## src/verilog/ice_bus_pkg.sv

```systemverilog
package ice_bus_pkg;

	// One UART character or bus byte
	typedef logic [7:0] byte_t;
	// Device address on the master bus
	typedef logic [7:0] addr_t;
	// Data length of a frame
	typedef logic [3:0] len_t;

	// Responders on the reply side
	localparam int NUM_DEV = 2;
	typedef logic [NUM_DEV-1:0] dev_mask_t;

	// Longer frames are dropped by the controller
	localparam len_t MAX_LEN = 4'd8;

	// Address map
	localparam addr_t ADDR_VERSION = 8'h56;
	localparam addr_t ADDR_ECHO = 8'h45;

	// Reply type for addresses nobody owns
	localparam byte_t REPLY_NAK = 8'h4E;

	// Version data bytes
	localparam byte_t VER_MAJOR = 8'd1;
	localparam byte_t VER_MINOR = 8'd3;

	// Frame parser in the controller
	typedef enum logic [2:0] {
		PS_ADDR,
		PS_ID,
		PS_LEN,
		PS_DATA,
		PS_REPLY
	} parse_state_t;

	// Reply sequencer in every responder
	typedef enum logic [2:0] {
		RS_IDLE,
		RS_REQUEST,
		RS_TYPE,
		RS_ID,
		RS_LEN,
		RS_DATA
	} reply_state_t;

endpackage

```

## src/verilog/ice_bus_if.sv

```systemverilog
// Broadcast from the controller to every responder
interface ice_master_if;
	import ice_bus_pkg::*;

	addr_t ma_addr;
	byte_t ma_id;
	len_t ma_len;
	byte_t ma_data;
	// One cycle per data byte
	logic ma_data_valid;
	// High from the length byte to one cycle after the last data byte
	logic ma_frame_valid;

	modport master (
		output ma_addr, ma_id, ma_len, ma_data, ma_data_valid, ma_frame_valid
	);

	modport device (
		input ma_addr, ma_id, ma_len, ma_data, ma_data_valid, ma_frame_valid
	);
endinterface

// One per responder, request/grant plus byte handoff
interface ice_reply_if;
	import ice_bus_pkg::*;

	logic arb_request;
	logic arb_grant;
	byte_t data;
	logic last;
	// Takes data, responder advances on it
	logic data_latch;

	modport arbiter (
		input arb_request, data, last,
		output arb_grant, data_latch
	);

	modport device (
		output arb_request, data, last,
		input arb_grant, data_latch
	);
endinterface

```

## src/verilog/basics_responder.sv

```systemverilog
module basics_responder (
	input logic clk,
	input logic reset,
	ice_master_if.device bus,
	ice_reply_if.device rep
);
	import ice_bus_pkg::*;

	reply_state_t state;
	logic fv_q;
	logic frame_end;
	// Unmapped address, answer with a NAK
	logic nak;
	byte_t id;
	// Second version byte
	logic minor_sel;

	assign frame_end = fv_q & ~bus.ma_frame_valid;

	always_ff @(posedge clk) begin
		if (reset) begin
			state <= RS_IDLE;
			fv_q <= 1'b0;
			nak <= 1'b0;
			minor_sel <= 1'b0;
		end else begin
			fv_q <= bus.ma_frame_valid;
			case (state)
				RS_IDLE: begin
					// Everything except the echo address is ours
					if (frame_end && bus.ma_addr != ADDR_ECHO) begin
						nak <= (bus.ma_addr != ADDR_VERSION);
						id <= bus.ma_id;
						minor_sel <= 1'b0;
						state <= RS_REQUEST;
					end
				end
				RS_REQUEST: if (rep.arb_grant) state <= RS_TYPE;
				RS_TYPE: if (rep.data_latch) state <= RS_ID;
				RS_ID: if (rep.data_latch) state <= RS_LEN;
				RS_LEN: begin
					if (rep.data_latch) begin
						state <= nak ? RS_IDLE : RS_DATA;
					end
				end
				RS_DATA: begin
					if (rep.data_latch) begin
						minor_sel <= 1'b1;
						if (minor_sel) begin
							state <= RS_IDLE;
						end
					end
				end
				default: state <= RS_IDLE;
			endcase
		end
	end

	// Request held until the last byte is taken
	assign rep.arb_request = (state != RS_IDLE);

	always_comb begin
		rep.data = nak ? REPLY_NAK : ADDR_VERSION;
		rep.last = 1'b0;
		case (state)
			RS_ID: rep.data = id;
			RS_LEN: begin
				rep.data = nak ? 8'd0 : 8'd2;
				rep.last = nak;
			end
			RS_DATA: begin
				rep.data = minor_sel ? VER_MINOR : VER_MAJOR;
				rep.last = minor_sel;
			end
			default: ;
		endcase
	end

endmodule

```

## src/verilog/echo_responder.sv

```systemverilog
module echo_responder (
	input logic clk,
	input logic reset,
	ice_master_if.device bus,
	ice_reply_if.device rep
);
	import ice_bus_pkg::*;

	reply_state_t state;
	logic fv_q;
	logic frame_end;
	logic wr_en;
	len_t wr_idx;
	len_t rd_idx;
	len_t len_q;
	byte_t id;
	byte_t mem [MAX_LEN];

	assign frame_end = fv_q & ~bus.ma_frame_valid;
	assign wr_en = bus.ma_frame_valid & bus.ma_data_valid & (bus.ma_addr == ADDR_ECHO);

	// Frame data, controller never sends more than MAX_LEN
	always_ff @(posedge clk) begin
		if (wr_en) begin
			mem[wr_idx[2:0]] <= bus.ma_data;
		end
	end

	always_ff @(posedge clk) begin
		if (reset) begin
			state <= RS_IDLE;
			fv_q <= 1'b0;
			wr_idx <= '0;
			rd_idx <= '0;
		end else begin
			fv_q <= bus.ma_frame_valid;
			// Write pointer restarts with every frame
			if (!bus.ma_frame_valid) begin
				wr_idx <= '0;
			end else if (wr_en) begin
				wr_idx <= wr_idx + 1'b1;
			end
			case (state)
				RS_IDLE: begin
					if (frame_end && bus.ma_addr == ADDR_ECHO) begin
						len_q <= bus.ma_len;
						id <= bus.ma_id;
						rd_idx <= '0;
						state <= RS_REQUEST;
					end
				end
				RS_REQUEST: if (rep.arb_grant) state <= RS_TYPE;
				RS_TYPE: if (rep.data_latch) state <= RS_ID;
				RS_ID: if (rep.data_latch) state <= RS_LEN;
				RS_LEN: begin
					if (rep.data_latch) begin
						state <= (len_q == '0) ? RS_IDLE : RS_DATA;
					end
				end
				RS_DATA: begin
					if (rep.data_latch) begin
						rd_idx <= rd_idx + 1'b1;
						if (rep.last) begin
							state <= RS_IDLE;
						end
					end
				end
				default: state <= RS_IDLE;
			endcase
		end
	end

	assign rep.arb_request = (state != RS_IDLE);

	always_comb begin
		rep.data = ADDR_ECHO;
		rep.last = 1'b0;
		case (state)
			RS_ID: rep.data = id;
			RS_LEN: begin
				rep.data = byte_t'(len_q);
				rep.last = (len_q == '0);
			end
			RS_DATA: begin
				rep.data = mem[rd_idx[2:0]];
				rep.last = (rd_idx == len_t'(len_q - 1'b1));
			end
			default: ;
		endcase
	end

endmodule

```

## src/verilog/ice_bus.sv

```systemverilog
module ice_bus #(
	parameter int CLKS_PER_BIT = 8
) (
	input logic clk,
	input logic reset,
	input logic uart_rx_line,
	output logic uart_tx_line
);
	import ice_bus_pkg::*;

	byte_t rx_data;
	logic rx_valid;
	byte_t tx_data;
	logic tx_latch;
	logic tx_empty;

	// Frame broadcast and one reply channel per responder
	ice_master_if bus_if ();
	ice_reply_if rep_if [NUM_DEV] ();

	// Host bytes in
	uart_rx #(.CLKS_PER_BIT(CLKS_PER_BIT)) u_rx (
		.clk(clk),
		.reset(reset),
		.rx_line(uart_rx_line),
		.rx_data(rx_data),
		.rx_valid(rx_valid)
	);

	ice_bus_controller u_ctrl (
		.clk(clk),
		.reset(reset),
		.rx_char(rx_data),
		.rx_char_valid(rx_valid),
		.tx_char(tx_data),
		.tx_char_valid(tx_latch),
		.tx_char_ready(tx_empty),
		.bus(bus_if.master),
		.dev(rep_if)
	);

	// Device 0, version and NAK
	basics_responder u_basics (
		.clk(clk),
		.reset(reset),
		.bus(bus_if.device),
		.rep(rep_if[0].device)
	);

	// Device 1
	echo_responder u_echo (
		.clk(clk),
		.reset(reset),
		.bus(bus_if.device),
		.rep(rep_if[1].device)
	);

	// Reply bytes out
	uart_tx #(.CLKS_PER_BIT(CLKS_PER_BIT)) u_tx (
		.clk(clk),
		.reset(reset),
		.tx_data(tx_data),
		.tx_latch(tx_latch),
		.tx_line(uart_tx_line),
		.tx_empty(tx_empty)
	);

endmodule

```

## src/verilog/ice_bus_controller.sv

```systemverilog
module ice_bus_controller (
	input logic clk,
	input logic reset,
	input ice_bus_pkg::byte_t rx_char,
	input logic rx_char_valid,
	output ice_bus_pkg::byte_t tx_char,
	output logic tx_char_valid,
	input logic tx_char_ready,
	ice_master_if.master bus,
	ice_reply_if.arbiter dev [ice_bus_pkg::NUM_DEV]
);
	import ice_bus_pkg::*;

	parse_state_t state;
	// Data bytes still to come in this frame
	byte_t remain;
	// Oversized frame, data bytes are swallowed
	logic drop;
	// Cycles spent in reply without any request
	logic [1:0] wait_cnt;
	dev_mask_t req;
	dev_mask_t grant;
	dev_mask_t data_latch;
	dev_mask_t last_vec;
	dev_mask_t first_req;
	byte_t dev_data [NUM_DEV];
	byte_t sel_data;
	logic sel_last;
	// Byte on its way into the UART, tx_empty not yet low
	logic pending;

	// Flatten the reply interfaces
	for (genvar i = 0; i < NUM_DEV; i++) begin : g_dev
		assign req[i] = dev[i].arb_request;
		assign last_vec[i] = dev[i].last;
		assign dev_data[i] = dev[i].data;
		assign dev[i].arb_grant = grant[i];
		assign dev[i].data_latch = data_latch[i];
	end

	// Lowest set bit wins
	assign first_req = req & dev_mask_t'(~req + 1'b1);
	assign pending = (|data_latch) | tx_char_valid;

	// Byte and last flag of the granted device
	always_comb begin
		sel_data = '0;
		sel_last = 1'b0;
		for (int i = 0; i < NUM_DEV; i++) begin
			if (grant[i]) begin
				sel_data = sel_data | dev_data[i];
				sel_last = sel_last | last_vec[i];
			end
		end
	end

	always_ff @(posedge clk) begin
		if (reset) begin
			state <= PS_ADDR;
			remain <= '0;
			drop <= 1'b0;
			wait_cnt <= '0;
			grant <= '0;
			data_latch <= '0;
			tx_char_valid <= 1'b0;
			bus.ma_frame_valid <= 1'b0;
			bus.ma_data_valid <= 1'b0;
		end else begin
			// Strobes
			bus.ma_data_valid <= 1'b0;
			data_latch <= '0;
			tx_char_valid <= 1'b0;
			case (state)
				PS_ADDR: begin
					if (rx_char_valid) begin
						bus.ma_addr <= rx_char;
						state <= PS_ID;
					end
				end
				PS_ID: begin
					if (rx_char_valid) begin
						bus.ma_id <= rx_char;
						state <= PS_LEN;
					end
				end
				PS_LEN: begin
					if (rx_char_valid) begin
						remain <= rx_char;
						state <= PS_DATA;
						if (rx_char > byte_t'(MAX_LEN)) begin
							drop <= 1'b1;
						end else begin
							// Header complete, open the frame
							drop <= 1'b0;
							bus.ma_len <= len_t'(rx_char);
							bus.ma_frame_valid <= 1'b1;
						end
					end
				end
				PS_DATA: begin
					if (remain == '0) begin
						if (drop) begin
							state <= PS_ADDR;
						end else begin
							// Frame ends here, responders act on the fall
							bus.ma_frame_valid <= 1'b0;
							wait_cnt <= '0;
							state <= PS_REPLY;
						end
					end else if (rx_char_valid) begin
						remain <= remain - 1'b1;
						if (!drop) begin
							bus.ma_data <= rx_char;
							bus.ma_data_valid <= 1'b1;
						end
					end
				end
				PS_REPLY: begin
					if (grant == '0) begin
						if (req != '0) begin
							grant <= first_req;
						end else if (wait_cnt == 2'd3) begin
							// Nobody answered
							state <= PS_ADDR;
						end else begin
							wait_cnt <= wait_cnt + 1'b1;
						end
					end else if (|data_latch) begin
						// Device byte into the UART
						tx_char <= sel_data;
						tx_char_valid <= 1'b1;
						if (sel_last) begin
							grant <= '0;
							state <= PS_ADDR;
						end
					end else if (tx_char_ready && !pending) begin
						data_latch <= grant;
					end
				end
				default: state <= PS_ADDR;
			endcase
		end
	end

endmodule

```

## src/verilog/uart_rx.sv

```systemverilog
module uart_rx #(
	parameter int CLKS_PER_BIT = 8
) (
	input logic clk,
	input logic reset,
	input logic rx_line,
	output ice_bus_pkg::byte_t rx_data,
	output logic rx_valid
);
	import ice_bus_pkg::*;

	// Two-flop synchronizer, sync[1] is the usable line
	logic [1:0] sync;
	logic busy;
	logic [15:0] clk_cnt;
	// 0 start, 1..8 data, 9 stop
	logic [3:0] bit_cnt;

	always_ff @(posedge clk) begin
		if (reset) begin
			sync <= 2'b11;
			busy <= 1'b0;
			clk_cnt <= '0;
			bit_cnt <= '0;
			rx_valid <= 1'b0;
		end else begin
			sync <= {sync[0], rx_line};
			rx_valid <= 1'b0;
			if (!busy) begin
				// Falling start edge, wait half a bit to reach its middle
				if (!sync[1]) begin
					busy <= 1'b1;
					clk_cnt <= 16'(CLKS_PER_BIT / 2 - 1);
					bit_cnt <= '0;
				end
			end else if (clk_cnt != '0) begin
				clk_cnt <= clk_cnt - 1'b1;
			end else begin
				// Middle of a bit
				clk_cnt <= 16'(CLKS_PER_BIT - 1);
				bit_cnt <= bit_cnt + 1'b1;
				if (bit_cnt == 4'd0) begin
					// Start bit gone high again, just a glitch
					if (sync[1]) begin
						busy <= 1'b0;
					end
				end else if (bit_cnt == 4'd9) begin
					busy <= 1'b0;
					// Low stop bit is a framing error, no pulse
					rx_valid <= sync[1];
				end else begin
					// LSB first
					rx_data <= {sync[1], rx_data[7:1]};
				end
			end
		end
	end

endmodule

```

## src/verilog/uart_tx.sv

```systemverilog
module uart_tx #(
	parameter int CLKS_PER_BIT = 8
) (
	input logic clk,
	input logic reset,
	input ice_bus_pkg::byte_t tx_data,
	input logic tx_latch,
	output logic tx_line,
	output logic tx_empty
);
	import ice_bus_pkg::*;

	// Stop, data and start bits, bit 0 drives the line
	logic [9:0] shreg;
	logic [15:0] clk_cnt;
	logic [3:0] bit_cnt;

	always_ff @(posedge clk) begin
		if (reset) begin
			shreg <= '1;
			tx_empty <= 1'b1;
			clk_cnt <= '0;
			bit_cnt <= '0;
		end else if (tx_empty) begin
			if (tx_latch) begin
				shreg <= {1'b1, tx_data, 1'b0};
				tx_empty <= 1'b0;
				clk_cnt <= 16'(CLKS_PER_BIT - 1);
				bit_cnt <= '0;
			end
		end else if (clk_cnt != '0) begin
			clk_cnt <= clk_cnt - 1'b1;
		end else begin
			// End of a bit time, shift in idle ones
			clk_cnt <= 16'(CLKS_PER_BIT - 1);
			shreg <= {1'b1, shreg[9:1]};
			if (bit_cnt == 4'd9) begin
				// Stop bit done
				tx_empty <= 1'b1;
			end else begin
				bit_cnt <= bit_cnt + 1'b1;
			end
		end
	end

	assign tx_line = shreg[0];

endmodule
```

## config.mk

```make
export PLATFORM = sky130hd
export DESIGN_NAME = ice_bus
export DESIGN_NICKNAME = d
export VERILOG_FILES = /design/src/verilog/ice_bus_pkg.sv /design/src/verilog/ice_bus_if.sv /design/src/verilog/basics_responder.sv /design/src/verilog/echo_responder.sv /design/src/verilog/ice_bus.sv /design/src/verilog/ice_bus_controller.sv /design/src/verilog/uart_rx.sv /design/src/verilog/uart_tx.sv
export SDC_FILE = /design/constraint.sdc
export NUM_CORES = 1
export LEC_CHECK = 0
export ABC_AREA = 1
export BUFFER_PORTS_ARGS = -buffer_cell sky130_fd_sc_hd__buf_4
export CORE_MARGIN = 3
export CORE_UTILIZATION = 65
export DETAILED_ROUTE_END_ITERATION = 12
export GPL_TIMING_DRIVEN = 0
export HOLD_SLACK_MARGIN = 0.03
export PLACE_DENSITY = 0.9
export SKIP_CTS_REPAIR_TIMING = 1
export SYNTH_ARGS = -nofsm -noshare
export SYNTH_HDL_FRONTEND = slang
export SYNTH_SLANG_ARGS = --single-unit
```

## constraint.sdc

```tcl
create_clock -name clk -period 5.8 [get_ports clk]
set_clock_uncertainty 0.1 [all_clocks]
set_input_delay 1.16 -clock clk [delete_from_list [all_inputs] [get_ports clk]]
set_output_delay 1.16 -clock clk [all_outputs]
set_load 0.1 [all_outputs]
```

==> impl_metrics.py <==
metrics = {
    "layout": {
        "drive_gt1_frac": 0.0654,
        "syn2layout_area_growth_pct": 9.80,
        "seqCellArea_mm2": 0.00573,
        "fin_area_mm2": 0.0107,
        "multi_input_area_mm2": 0.00347,
        "antenna_cells": 0,
        "final_common_cell": "nand2_1",
        "final_cell_mix": "167 x nand2_1, 142 x nor2_1, 128 x edfxtp_1, 108 x inv_1, 94 x dfxtp_1",
        "nets": 1072,
        "fillers": 894,
    },
    "grt": {
        "grt_util_met3": 0.0394,
        "grt_usage": 0.265,
        "first_global_vias": 7286,
        "use_met2": 0.439,
        "global_route.usage.met1": 0.363,
        "grt_max_degree": 16,
        "grt_pass1_wl_um": 35100,
        "grt_busiest_layer": "met2",
        "antenna_found_initial": 0,
        "grt_overflow_total": 0,
    },
    "timing": {
        "period_share": 0.533,
        "final_max_slew_viol_count": 0,
        "timing.hold.ws_ns": 0.320,
        "hold_violations": 0,
        "max_freq_mhz": 323,
        "rsz0062_at_grt": "false",
        "tightest_slew_ns": 1.41,
        "period_minus_slack_ns": 3.09,
        "setup_tns_ns": 0,
        "finalSetupViolCount": 0,
        "max_slew_margin": 0.0502,
    },
    "drt": {
        "routed_via_density": 6.12,
        "vias": 7680,
        "antenna_left": 0,
        "wl_per_cell_um": 17.5,
        "drc": 0,
        "drt_pre_antenna_iters": 5,
        "first_iter_violations": 952,
        "routed_wl_um": 22000,
    },
    "yosys": {
        "synthesis.area_mm2": 0.00973,
        "synth_xor_area_frac": 0.00900,
        "synth_top_area_cell": "edfxtp_1",
        "synth_compound_area_frac": 0.128,
        "syn_nets": 1045,
        "ys_ff_latch": 222,
        "synth.area.top_cells": "edfxtp_1 39%, dfxtp_1 19%, nand2_1 6.4%, nor2_1 5.5%, inv_1 4.2%",
        "synth-seq-area-share": 0.588,
        "synth_cells": 1027,
        "synth_ff_type": "edfxtp_1",
        "synth_warnings": 0,
        "synth_top_family_by_area": "simple AND/OR/NAND/NOR gates",
        "synthMuxAreaShare": 0.00617,
        "ys_types": 57,
        "synth-edff-count": 128,
        "syn_area_per_cell_um2": 9.48,
        "synthAdderAreaFrac": 0.0193,
        "yosys.area_share.simple": 0.192,
        "synth_top_area_frac": 0.395,
        "async_flop_share": 0,
    },
    "power_and_ir_drop": {
        "p_int_mw": 2.50,
        "leakage_nw": 4.06,
        "comb_power_share": 0.075,
        "p_sw_mw": 0.783,
        "pwr-share-seq": 0.515,
        "pwr-share-clk": 0.409,
        "powerDensity_mw_per_mm2": 307,
        "ir_drop_uv": 237,
        "sw_frac_of_total": 0.239,
    },
    "critical_path": {
        "crit_required_ns": 5.82,
        "worstPathCellList": "nor2_1, and3b_1, nand2_1, inv_1, nand3_1, or2_2, nor3_1",
        "end_kind": "flip-flop",
        "critPathKind": "reg2reg",
        "cp_max_fo": 8,
        "worstPathArrival_ns": 3.12,
        "max_stage_delay_ns": 1.08,
        "cp-start-kind": "flip-flop",
        "crit_slowest_cell": "nor3_1",
    },
    "place": {
        "hpwl_um": 14000,
        "dpl_cell_area_mm2": 0.00998,
        "place.gp.congestion": 0.900,
        "io_buffers": 2,
    },
    "die": {
        "coreArea_mm2": 0.0146,
        "rows": 44,
        "die_w_um": 128,
        "die_height_um": 128,
        "io_pins": 4,
        "die_area_mm2": 0.0165,
        "start_util": 0.667,
    },
    "run": {
        "cap_violations": 0,
    },
    "clocking": {
        "htreeDepth": 1,
        "tritoncts": "yes",
        "cts_buffer_depth": 3,
        "root_buffer": "clkbuf_16",
        "insertion_delay_ns": 0.52,
        "clk_pin_slew_ns": 0.07,
        "numCtsBuffers": 22,
        "cts.sinks": 222,
    },
    "run_status": {
        "outcome": "finished clean",
    },
    "worst_hold_path": {
        "holdCritPathClass": "reg2reg",
    },
}
==> flip-flops by register name, indices dropped and copies added (netlist names), 4 cells and up, named ones only <==
signal,flops
u_echo.mem,64
u_echo.len_q,4
u_echo.rd_idx,4
u_tx.shreg,9
u_basics.id,8
u_rx.rx_data,8
u_tx.clk_cnt,16
u_ctrl.remain,8
u_ctrl.bus.ma_len,4
u_rx.bit_cnt,4
u_ctrl.tx_char,8
u_rx.clk_cnt,16
u_echo.id,8
u_tx.bit_cnt,4
u_ctrl.bus.ma_id,8
u_ctrl.bus.ma_data,8
u_ctrl.bus.ma_addr,8
==> worst max-delay path, delay by kind of cell (launching register included) <==
kind | cells | cell delay [ns]
simple gates | 6 | 2.09
flops | 1 | 0.39
buf+inv | 1 | 0.12
==> path summary, 6_finish.rpt <==
kind	startpoint	to	slack, ns	cells past startpoint
min	u_ctrl.bus.ma_len[0]	u_echo.len_q[0]	0.32	0
min reg2reg	u_ctrl.bus.ma_len[0]	u_echo.len_q[0]	0.32	0
max reg2reg	u_ctrl.bus.ma_addr[5]	u_echo.mem[0][2]	2.71	7
max	u_ctrl.bus.ma_addr[5]	u_echo.mem[0][2]	2.71	7
==> Yosys cell counts (2+ instances only) <==
library cell / n
inv_1: 108
o21ai_1: 2
o311ai_1: 2
o311ai_0: 3
clkbuf_1: 21
dfxtp_1: 94
edfxtp_1: 128
nand2_2: 2
a21oi_1: 56
nand4_1: 14
buf_2: 5
mux2i_1: 6
o31ai_1: 2
clkinv_1: 3
o211ai_1: 18
nand2_4: 2
o311ai_2: 5
a221oi_1: 2
o21ai_0: 72
nor3_2: 2
nand3b_1: 5
buf_1: 2
xor2_1: 4
inv_2: 2
ha_1: 15
nand2_1: 167
a31oi_1: 10
a21o_1: 3
nor3_1: 17
xnor2_1: 6
or2_2: 4
nand3_1: 60
a211oi_1: 11
nor2_2: 3
nor2_1: 142
o221ai_1: 6
nor4_1: 3
==> metal layers <==
metal / up-vias / part of all wire
li1: 3597 / -
met1: 3625 / 0.41
met2: 407 / 0.48
met3: 51 / 0.084
met4: 0 / 0.026
met5: - / 0
==> per-stage QoR <==
step	setup WS, ns	total power [mW]	instances	utilization
detailed placement	2.57	1.95	1213	0.684
CTS	2.64	3.27	1253	0.731
floorplan	2.86	1.89	1027	-
global placement	2.27	1.94	1213	0.684
finish	2.71	3.28	1254	0.733
global route	2.58	3.38	1254	0.733
==> final cells by class <==
cell class              count  share of cell area
multi-input cells         662               0.325
inverters                 113              0.0397
well taps                 184              0.0215
clock buffers              32              0.0588
plain buffers              30              0.0119
flip-flops and latches    222               0.536
clock inverters             8             0.00527
repair buffers              3             0.00211
==> power groups by stage <==
stage | logic (mW) | registers [mW] | clock network, mW
floorplan | 0.175 | 1.72 | 0
global placement | 0.216 | 1.72 | 0
detailed placement | 0.228 | 1.72 | 0
CTS | 0.235 | 1.69 | 1.35
global route | 0.275 | 1.69 | 1.41
finish | 0.247 | 1.69 | 1.34
==> kinds of logic after synthesis <==
| group | count (synthesis) |
|---|---|
| and+or+nand+nor | 429 |
| DFF | 222 |
| AOI/OAI and AO/OA | 202 |
| buffers and inverters | 143 |
| adders and majority gates | 15 |
| xor gates and xnor gates | 10 |
| muxes | 6 |
(Power assumes the default switching activity.)
